File: src/csr_gen_params.svh
// Stride must be nonzero, and FIFO depth must be a power of two well above the threshold

`ifndef CSR_GEN_PARAMS_SVH
`define CSR_GEN_PARAMS_SVH

// ------------------------------------------------------------------------
// Datapath widths
// ------------------------------------------------------------------------

// Edge index, start, end, stride and byte offset
`define CSR_INDEX_W 32

// Shift amount applied to the index to form the byte offset
`define CSR_SHIFT_W 5

// Route tag carried unchanged on every request
`define CSR_ROUTE_W 8

// ------------------------------------------------------------------------
// Request FIFO sizing
// ------------------------------------------------------------------------

// Number of stored requests
`define CSR_FIFO_DEPTH 16

// Occupancy where generation backs off
// Leaves headroom for the pushes still in flight
`define CSR_FIFO_PROG_THRESH 8

`endif

File: src/csr_ctrl_pkg.sv
// Control encodings for the index generator; state values are internal and may change

package csr_ctrl_pkg;

    // ------------------------------------------------------------------------
    // Offset shift direction
    // ------------------------------------------------------------------------

    // Left shift turns an element index into a byte offset
    typedef enum logic {
        SHIFT_RIGHT = 1'b0,
        SHIFT_LEFT  = 1'b1
    } shift_dir_t;

    // ------------------------------------------------------------------------
    // Sequencer states
    // ------------------------------------------------------------------------

    // RESET lasts one cycle after reset release
    // DONE lasts one cycle before the return to IDLE
    typedef enum logic [2:0] {
        RESET = 3'd0,
        IDLE  = 3'd1,
        SETUP = 3'd2,
        BUSY  = 3'd3,
        PAUSE = 3'd4,
        DONE  = 3'd5
    } index_gen_state_t;

endpackage : csr_ctrl_pkg

File: src/mem_req_pkg.sv
// Request record layout as stored in the FIFO; route sits in the top bits of the word

`include "csr_gen_params.svh"

package mem_req_pkg;

    // ------------------------------------------------------------------------
    // Memory request
    // ------------------------------------------------------------------------

    // One request per generated edge index
    // route   tag that steers the request downstream
    // offset  index shifted by the configured direction and amount
    // index   raw edge index from the counter
    typedef struct packed {
        logic [`CSR_ROUTE_W-1:0] route;
        logic [`CSR_INDEX_W-1:0] offset;
        logic [`CSR_INDEX_W-1:0] index;
    } mem_req_t;

endpackage : mem_req_pkg

File: src/index_counter.sv
// Unsigned wrapping counter; load wins over step and the owner must not raise both

`timescale 1ns/1ps

`include "csr_gen_params.svh"

module index_counter (
    input  logic                    ap_clk,
    input  logic                    areset_engine,
    input  logic                    load,
    input  logic                    step,
    input  logic [`CSR_INDEX_W-1:0] load_value,
    input  logic [`CSR_INDEX_W-1:0] stride,
    output logic [`CSR_INDEX_W-1:0] count
);

    // ------------------------------------------------------------------------
    // Count register
    // ------------------------------------------------------------------------

    always_ff @(posedge ap_clk) begin
        if (areset_engine) begin
            count <= '0;
        end else if (load) begin
            // New run starts from the captured start index
            count <= load_value;
        end else if (step) begin
            count <= count + stride;
        end
    end

    // ------------------------------------------------------------------------
    // Checks
    // ------------------------------------------------------------------------

    // Sequencer loads only in SETUP and steps only in BUSY
    a_load_step_exclusive: assert property (
        @(posedge ap_clk) disable iff (areset_engine)
        !(load && step)
    ) else $error("index_counter: load and step high in the same cycle");

endmodule : index_counter

File: src/index_sequencer.sv
// One run per accepted configuration; count must reach index_end without wrapping

`timescale 1ns/1ps

`include "csr_gen_params.svh"

module index_sequencer
    import csr_ctrl_pkg::*;
(
    input  logic                    ap_clk,
    input  logic                    areset_engine,
    input  logic                    cfg_accept,
    input  logic [`CSR_INDEX_W-1:0] count,
    input  logic [`CSR_INDEX_W-1:0] index_end,
    input  logic                    prog_full,
    input  logic                    pause,
    output logic                    counter_load,
    output logic                    counter_step,
    output logic                    push,
    output logic                    ready,
    output logic                    done
);

    index_gen_state_t state;
    index_gen_state_t state_next;

    logic pause_q;
    logic below_end;
    logic hold;

    // ------------------------------------------------------------------------
    // Back-pressure and end of run
    // ------------------------------------------------------------------------

    // Pause goes through one register before it can stop a push
    always_ff @(posedge ap_clk) begin
        if (areset_engine) begin
            pause_q <= 1'b0;
        end else begin
            pause_q <= pause;
        end
    end

    assign below_end = (count < index_end);
    assign hold      = prog_full | pause_q;

    // ------------------------------------------------------------------------
    // State machine
    // ------------------------------------------------------------------------

    always_ff @(posedge ap_clk) begin
        if (areset_engine) begin
            state <= RESET;
        end else begin
            state <= state_next;
        end
    end

    always_comb begin
        state_next = state;
        case (state)
            RESET: begin
                state_next = IDLE;
            end
            IDLE: begin
                if (cfg_accept) begin
                    state_next = SETUP;
                end
            end
            SETUP: begin
                state_next = BUSY;
            end
            BUSY: begin
                // End check first so a full FIFO cannot delay done
                if (!below_end) begin
                    state_next = DONE;
                end else if (hold) begin
                    state_next = PAUSE;
                end
            end
            PAUSE: begin
                if (!hold) begin
                    state_next = BUSY;
                end
            end
            DONE: begin
                state_next = IDLE;
            end
            default: begin
                state_next = RESET;
            end
        endcase
    end

    // Counter loads during SETUP so BUSY sees the start index
    assign counter_load = (state == SETUP);

    // Push and step together so each index is written exactly once
    assign push         = (state == BUSY) & below_end & ~hold;
    assign counter_step = push;

    // ------------------------------------------------------------------------
    // Status
    // ------------------------------------------------------------------------

    // An accept pending in IDLE already counts as a started run
    always_ff @(posedge ap_clk) begin
        if (areset_engine) begin
            ready <= 1'b0;
            done  <= 1'b0;
        end else begin
            ready <= (state == IDLE) & ~cfg_accept;
            done  <= ((state == IDLE) & ~cfg_accept) | (state == DONE);
        end
    end

    // ------------------------------------------------------------------------
    // Checks
    // ------------------------------------------------------------------------

    // Pushes belong to a run, so done is low whenever one happens
    a_push_in_busy: assert property (
        @(posedge ap_clk) disable iff (areset_engine)
        push |-> !done
    ) else $error("index_sequencer: push while done reports no run in progress");

    a_ready_in_idle: assert property (
        @(posedge ap_clk) disable iff (areset_engine)
        ready |-> (state == IDLE)
    ) else $error("index_sequencer: ready high outside IDLE");

endmodule : index_sequencer

File: src/request_fifo.sv
// Depth must be a power of two; pops while empty and pushes while full are dropped

`timescale 1ns/1ps

`include "csr_gen_params.svh"

module request_fifo
    import mem_req_pkg::*;
(
    input  logic     ap_clk,
    input  logic     areset_engine,
    input  logic     push,
    input  mem_req_t push_data,
    input  logic     pop,
    output mem_req_t pop_data,
    output logic     pop_valid,
    output logic     empty,
    output logic     prog_full
);

    localparam int PTR_W = $clog2(`CSR_FIFO_DEPTH);
    localparam int CNT_W = PTR_W + 1;

    localparam logic [CNT_W-1:0] DEPTH_C  = CNT_W'(`CSR_FIFO_DEPTH);
    localparam logic [CNT_W-1:0] THRESH_C = CNT_W'(`CSR_FIFO_PROG_THRESH);

    mem_req_t mem [`CSR_FIFO_DEPTH];

    logic [PTR_W-1:0] wr_ptr;
    logic [PTR_W-1:0] rd_ptr;
    logic [CNT_W-1:0] occupancy;
    logic             full;
    logic             wr_en;
    logic             rd_en;

    assign full      = (occupancy == DEPTH_C);
    assign empty     = (occupancy == '0);
    assign prog_full = (occupancy >= THRESH_C);

    assign wr_en = push & ~full;
    assign rd_en = pop & ~empty;

    // ------------------------------------------------------------------------
    // Storage and read register
    // ------------------------------------------------------------------------

    always_ff @(posedge ap_clk) begin
        if (wr_en) begin
            mem[wr_ptr] <= push_data;
        end
        if (rd_en) begin
            pop_data <= mem[rd_ptr];
        end
    end

    // ------------------------------------------------------------------------
    // Pointers and occupancy
    // ------------------------------------------------------------------------

    always_ff @(posedge ap_clk) begin
        if (areset_engine) begin
            wr_ptr    <= '0;
            rd_ptr    <= '0;
            occupancy <= '0;
            pop_valid <= 1'b0;
        end else begin
            pop_valid <= rd_en;
            if (wr_en) begin
                wr_ptr <= wr_ptr + 1'b1;
            end
            if (rd_en) begin
                rd_ptr <= rd_ptr + 1'b1;
            end
            case ({wr_en, rd_en})
                2'b10:   occupancy <= occupancy + 1'b1;
                2'b01:   occupancy <= occupancy - 1'b1;
                default: occupancy <= occupancy;
            endcase
        end
    end

    // Producer backs off at prog_full, so full is never pushed into
    a_no_push_full: assert property (
        @(posedge ap_clk) disable iff (areset_engine)
        !(push && full)
    ) else $error("request_fifo: push while full");

endmodule : request_fifo

File: src/csr_index_generator.sv
// Configuration is taken only while ready is high; outputs hold their last value between pops

`timescale 1ns/1ps

`include "csr_gen_params.svh"

module csr_index_generator
    import csr_ctrl_pkg::*;
    import mem_req_pkg::*;
(
    input  logic                    ap_clk,
    input  logic                    areset_engine,
    input  logic                    cfg_valid,
    input  logic [`CSR_INDEX_W-1:0] cfg_index_start,
    input  logic [`CSR_INDEX_W-1:0] cfg_index_end,
    input  logic [`CSR_INDEX_W-1:0] cfg_stride,
    input  shift_dir_t              cfg_shift_dir,
    input  logic [`CSR_SHIFT_W-1:0] cfg_shift_amount,
    input  logic [`CSR_ROUTE_W-1:0] cfg_route,
    input  logic                    pause,
    input  logic                    req_pop,
    output logic                    req_valid,
    output logic [`CSR_ROUTE_W-1:0] req_route,
    output logic [`CSR_INDEX_W-1:0] req_offset,
    output logic [`CSR_INDEX_W-1:0] req_index,
    output logic                    ready,
    output logic                    done
);

    logic                    cfg_take;
    logic                    cfg_accept;
    logic [`CSR_INDEX_W-1:0] start_q;
    logic [`CSR_INDEX_W-1:0] end_q;
    logic [`CSR_INDEX_W-1:0] stride_q;
    shift_dir_t              dir_q;
    logic [`CSR_SHIFT_W-1:0] amount_q;
    logic [`CSR_ROUTE_W-1:0] route_q;

    logic                    counter_load;
    logic                    counter_step;
    logic [`CSR_INDEX_W-1:0] counter_count;
    logic                    fifo_push;
    logic                    fifo_pop_valid;
    logic                    fifo_prog_full;
    mem_req_t                push_req;
    mem_req_t                fifo_pop_data;

    // ------------------------------------------------------------------------
    // Configuration capture
    // ------------------------------------------------------------------------

    // Ready still reads high the cycle after an accept, so block a second take
    assign cfg_take = cfg_valid & ready & ~cfg_accept;

    always_ff @(posedge ap_clk) begin
        if (areset_engine) begin
            cfg_accept <= 1'b0;
        end else begin
            cfg_accept <= cfg_take;
        end
    end

    always_ff @(posedge ap_clk) begin
        if (cfg_take) begin
            start_q  <= cfg_index_start;
            end_q    <= cfg_index_end;
            stride_q <= cfg_stride;
            dir_q    <= cfg_shift_dir;
            amount_q <= cfg_shift_amount;
            route_q  <= cfg_route;
        end
    end

    // ------------------------------------------------------------------------
    // Request formation
    // ------------------------------------------------------------------------

    always_comb begin
        push_req.route = route_q;
        push_req.index = counter_count;
        if (dir_q == SHIFT_LEFT) begin
            push_req.offset = counter_count << amount_q;
        end else begin
            push_req.offset = counter_count >> amount_q;
        end
    end

    index_counter u_counter (
        .ap_clk        (ap_clk),
        .areset_engine (areset_engine),
        .load          (counter_load),
        .step          (counter_step),
        .load_value    (start_q),
        .stride        (stride_q),
        .count         (counter_count)
    );

    index_sequencer u_sequencer (
        .ap_clk        (ap_clk),
        .areset_engine (areset_engine),
        .cfg_accept    (cfg_accept),
        .count         (counter_count),
        .index_end     (end_q),
        .prog_full     (fifo_prog_full),
        .pause         (pause),
        .counter_load  (counter_load),
        .counter_step  (counter_step),
        .push          (fifo_push),
        .ready         (ready),
        .done          (done)
    );

    request_fifo u_fifo (
        .ap_clk        (ap_clk),
        .areset_engine (areset_engine),
        .push          (fifo_push),
        .push_data     (push_req),
        .pop           (req_pop),
        .pop_data      (fifo_pop_data),
        .pop_valid     (fifo_pop_valid),
        .empty         (),
        .prog_full     (fifo_prog_full)
    );

    // ------------------------------------------------------------------------
    // Request output
    // ------------------------------------------------------------------------

    assign req_valid  = fifo_pop_valid;
    assign req_route  = fifo_pop_data.route;
    assign req_offset = fifo_pop_data.offset;
    assign req_index  = fifo_pop_data.index;

endmodule : csr_index_generator

File: config.mk
export PLATFORM = sky130hd
export DESIGN_NAME = csr_index_generator
export DESIGN_NICKNAME = d
export VERILOG_FILES = /design/src/csr_ctrl_pkg.sv /design/src/mem_req_pkg.sv /design/src/index_counter.sv /design/src/index_sequencer.sv /design/src/request_fifo.sv /design/src/csr_index_generator.sv
export VERILOG_INCLUDE_DIRS = /design/src /design/src/src
export SDC_FILE = /design/constraint.sdc
export NUM_CORES = 2
export LEC_CHECK = 0
export ABC_AREA = 1
export BUFFER_PORTS_ARGS = -buffer_cell sky130_fd_sc_hd__buf_2
export CORE_AREA = 2 2 436 330
export CTS_BUF_LIST = sky130_fd_sc_hd__clkbuf_4 sky130_fd_sc_hd__clkbuf_8
export DETAILED_ROUTE_END_ITERATION = 12
export DIE_AREA = 0 0 438 332
export PLACE_DENSITY_LB_ADDON = 0.3
export RECOVER_POWER = 50
export SYNTH_ARGS = -nofsm -noshare
export SYNTH_HDL_FRONTEND = slang
export SYNTH_HIERARCHICAL = 1
export SYNTH_SLANG_ARGS = --single-unit
export TNS_END_PERCENT = 50
File: constraint.sdc
create_clock -name ap_clk -period 11.8 [get_ports ap_clk]
set_clock_uncertainty 0.15 [all_clocks]
set_input_delay 2.36 -clock ap_clk [delete_from_list [all_inputs] [get_ports ap_clk]]
set_output_delay 2.36 -clock ap_clk [all_outputs]
set_load 0.01 [all_outputs]
; ---- Word-level counts from Yosys, hierarchy flattened
; Memory sizes are Yosys's and may differ from the RTL's. A register that Yosys moved wholly into a read port is not among the register bits.
; Cells that the tools add are included.
; Widths: inputs -> output; s select.
[classes]
n_addsub = 5
n_mul = 0
div = 0
magnitude_cmp = 2
n_eq_ne = 11
shift = 2
muxes = 11
bitwise_logic = 13
reduce_logical = 6
[ops]
columns = cell, n
row1 = $mux 32, 3
row2 = $add 32x32->32, 1
row3 = $lt 32x32->1, 1
row4 = $shl 32x5->32, 1
row5 = $shr 32x5->32, 1
row6 = $pmux 3 s5, 1
row7 = $mux 3, 4
row8 = $pmux 5 s2, 1
row9 = $add 4x1->4 const B, 2
row10 = $and 1x1->1, 7
row11 = $eq 3x2->1 const B, 2
row12 = $eq 3x3->1 const B, 2
row13 = $add 5x1->5 const B, 1
row14 = $eq 5x5->1 const B, 1
row15 = $ge 5x4->1 const B, 1
row16 = $logic_not 5->1, 1
row17 = $sub 5x1->5 const B, 1
row18 = $ne 2x2->1 const B, 2
row19 = $not 1->1, 4
row20 = $reduce_bool 2->1, 2
row21 = $eq 3x1->1 const B, 1
row22 = $logic_not 3->1, 1
row23 = $ne 3x3->1 const B, 1
row24 = $reduce_and 3->1, 1
row25 = 5 further kinds, 7
[word_totals]
reg_bits = 163
latch_bits = 0
ram_bits = 1152
mem_bits_ro = 0
in_bits = 115
out_inout_bits = 75
wordCells = 67
mem_count = 1
[memory_table]
columns = name, depth, width, rd, rd_clocked_by_memory_dff, write_ports, line_no
row1 = u_fifo.mem, 16, 72, 1, 1, 1, request_fifo.sv:27  ; mem_req_t mem [`CSR_FIFO_DEPTH];

; ---- Longest topological paths before layout
[depth]
depth_word = 7
depth_mapped = 23
ltp_nobuf = 22

; ---- Modules after synthesis
; The synthesis kept the hierarchy.
[by_module_without_submodules]
columns = module, n_inst, cells_each, area_per_inst_um2, seq_area_each_um2
row1 = request_fifo, 1, 4841, 51972.3, 37035.5
row2 = csr_index_generator, 1, 743, 6433.7, 3323.2
row3 = index_counter, 1, 639, 3594.7, 640.6
row4 = index_sequencer, 1, 178, 1142.3, 120.1

; ---- Least setup slack after synthesis
; OpenSTA, ideal clock, no wires.
[synth_timing]
kind = input to register
start = input port cfg_valid
end = register amount_q[0], enable pin
setup_ns = 0.714
arrival_ns = 9.818
t_required_ns = 10.936
path_slack_ns = 1.117
cell_stages = 2
n_path_buf = 0
path_cell_list = inv_1 -> nor3_1
[synth_between]
elab_chain_cells = 2
[synth_rtl]
columns = element, line_no
row1 = from (decl), csr_index_generator.sv:13  ; input logic cfg_valid,
row2 = $and 1x1->1 (2 in a row), csr_index_generator.sv:53  ; assign cfg_take = cfg_valid & ready & ~cfg_accept;
row3 = named net cfg_take, csr_index_generator.sv:30  ; logic cfg_take;
row4 = to (signal assigned), csr_index_generator.sv:69  ; amount_q <= cfg_shift_amount;
row5 = to (decl), csr_index_generator.sv:36  ; logic [`CSR_SHIFT_W-1:0] amount_q;
; The timed path passes the listed nets, and every way through them passes these cells.
; A chain may end at the register's enable or synchronous reset.

==> metrics.yaml <==
timing:
  finalSetupTns_ns: 0
  final-setup-viol-count: 0
  fin_crit_sh_pct: 57.7
  hold_slack_ns: 0.342
  grt_setup_unrepaired: "false"
  tightest_slew_ns: 3.84
  max_freq_ghz: 0.147
  slew_violations: 512
  slew-limit-headroom_pct: -156
  hold_viol_final: 0
  min_period_ns: 6.81
clocking:
  numCtsBuffers: 208
  clk_path_buf_depth: 3
  cts-resized-gates: 0
  clk_pin_slew_ns: 0.06
  cts.sinks: 1387
  post_cts_buffers: 0
  cts_tree: "done"
  cts_root_buffer: "clkbuf_8"
  insertion_delay_ns: 0.97
  htree_levels: 4
  hold_buffers: 0
placement:
  port_buffers: 189
  gp_congestion: 0.948
  place_hpwl_mm: 101
  placed_cells: 8248
route:
  drt-initial-drc-count: 5228
  detail-route-antenna-nets: 0
  wl_mm: 173
  via_per_inst: 5.20
  drc: 0
  detail_route.first_pass.iterations: 6
  vias: 44826
  wire_per_inst_um: 20.1
cells_and_area:
  area_growth_pct: 10.3
  fin_cells: 8627
  drive_gt1_share_pct: 9.15
  final_nets: 6755
pwr:
  p_sw_share_pct: 34.1
  p_per_area_nw_per_um2: 192
  pwr-share-comb_pct: 25.3
  power.share.clock_pct: 28.7
  intPower_uw: 8780
  ir_drop_mv: 0.144
  p_seq_share_pct: 46.0
  p_switching_uw: 4550
  p_leak_uw: 0.0299
grt:
  grt_use_total_pct: 23.6
  grt_pass1_wl_mm: 261
  overflow: 0
  grt_pass1_vias: 41984
  grt_start_max_net_pins: 202
  antenna_found_initial: 6
setup_path:
  critPathLaunchType: "flip-flop"
  crit_fanout: 105
  crit_arrival_ns: 7.44
  cp-end-kind: "flip-flop"
  worst_ep_required_time_ns: 12.43
  path_class: "flip-flop to flip-flop"
logic_synthesis:
  syn-instance-count: 6400
  synth-warning-count: 6
  netlist_area_um2: 63100
  syn_avg_cell_area_um2: 9.87
  syn_nets: 6588
worst_hold_path:
  worstHoldPathType: "flip-flop to flip-flop"
outcome:
  status: "complete, but fails checks"
  violations: "capacitance limit, slew limit"
die:
  coreArea_um2: 141000
  initial_core_util_pct: 44.6
  dieArea_um2: 145000
  die_h_um: 332
  num_rows: 120
  io_pins: 190
  die_w_um: 438
job:
  drv_cap: 10
==> per-stage QoR <==
step	setup slack [ns]	instance area (um2)	total power, uW	utilization (%)
finish	4.99	69600	13300	49.2
global route	4.80	69600	14000	49.2
CTS	6.36	69700	13400	49.3
detailed placement	6.38	65800	9580	46.5
global placement	6.59	65800	9540	46.5
floorplan	1.12	63100	8400	-
==> registers in the layout (all words and copies together) (netlist names), 4 cells and up <==
signal and count:
route_q 8, u_fifo/occupancy 5, start_q 32, u_counter/count 32, u_fifo/mem 1152, u_fifo/wr_ptr 4, u_fifo/pop_data 72, amount_q 5
stride_q 32, u_fifo/rd_ptr 4, end_q 32
==> worst paths after layout <==
check,startpoint,endpoint,slack [ns],cells after the start
setup reg to reg,u_fifo/rd_ptr[1]$_SDFFE_PP0P_,u_fifo/pop_data[45]$_DFFE_PP_,4.99,7
hold / removal,u_sequencer/ready$_SDFF_PP0_,cfg_accept$_SDFF_PP0_,0.34,2
hold reg to reg,u_sequencer/ready$_SDFF_PP0_,cfg_accept$_SDFF_PP0_,0.34,2
setup / recovery,u_fifo/rd_ptr[1]$_SDFFE_PP0P_,u_fifo/pop_data[45]$_DFFE_PP_,4.99,7
==> power by group through the flow <==
| stage | registers [uW] | logic (uW) | clock network, uW |
|---|---|---|---|
| global route | 6170 | 3740 | 4120 |
| floorplan | 6170 | 2230 | 0 |
| global placement | 6230 | 3310 | 0 |
| CTS | 6130 | 3360 | 3910 |
| finish | 6130 | 3370 | 3830 |
| detailed placement | 6230 | 3350 | 0 |
==> layer usage <==
metal / track usage (%) / vias up / routed length (um)
li1: - / 21344 / -
met1: 35.5 / 21450 / 79900
met2: 34.8 / 1757 / 75300
met3: 4.23 / 269 / 13900
met4: 7.00 / 6 / 4170
met5: 0 / - / 34
==> worst max-delay path, stage by stage (launching register included) <==
cell and delay, ns:
dfxtp_1 1.17, inv_8 1.08, clkbuf_1 2.46, buf_4 1.01, nand3_1 0.17, nand3_1 0.12, nand3_1 0.15, nand2_1 0.13
==> layout by cell type (no fill, tap or decap), types with 24 or more instances in the layout <==
| master | instances |
|---|---|
| clkbuf_4 | 70 |
| nand2_1 | 1911 |
| buf_2 | 158 |
| buf_4 | 50 |
| dfxtp_1 | 50 |
| clkbuf_8 | 211 |
| a21oi_1 | 66 |
| nand2_2 | 30 |
| inv_1 | 1047 |
| a22oi_1 | 24 |
| clkinv_1 | 55 |
| edfxtp_1 | 1334 |
| nor2_1 | 85 |
| clkbuf_1 | 54 |
| nand3_1 | 1344 |
| ha_1 | 71 |
==> final cells by class <==
| cell class | count | area, um2 |
|---|---|---|
| Fill cell | 12731 | 71800 |
| Sequential cell | 1387 | 41100 |
| Multi-Input combinational cell | 3646 | 16700 |
| Inverter | 1059 | 4010 |
| Clock buffer | 281 | 3430 |
| Tap cell | 1891 | 2370 |
| Timing Repair Buffer | 265 | 1410 |
| Clock inverter | 93 | 553 |
| Antenna cell | 5 | 12.5 |
Power figures use the tool's default switching activity.
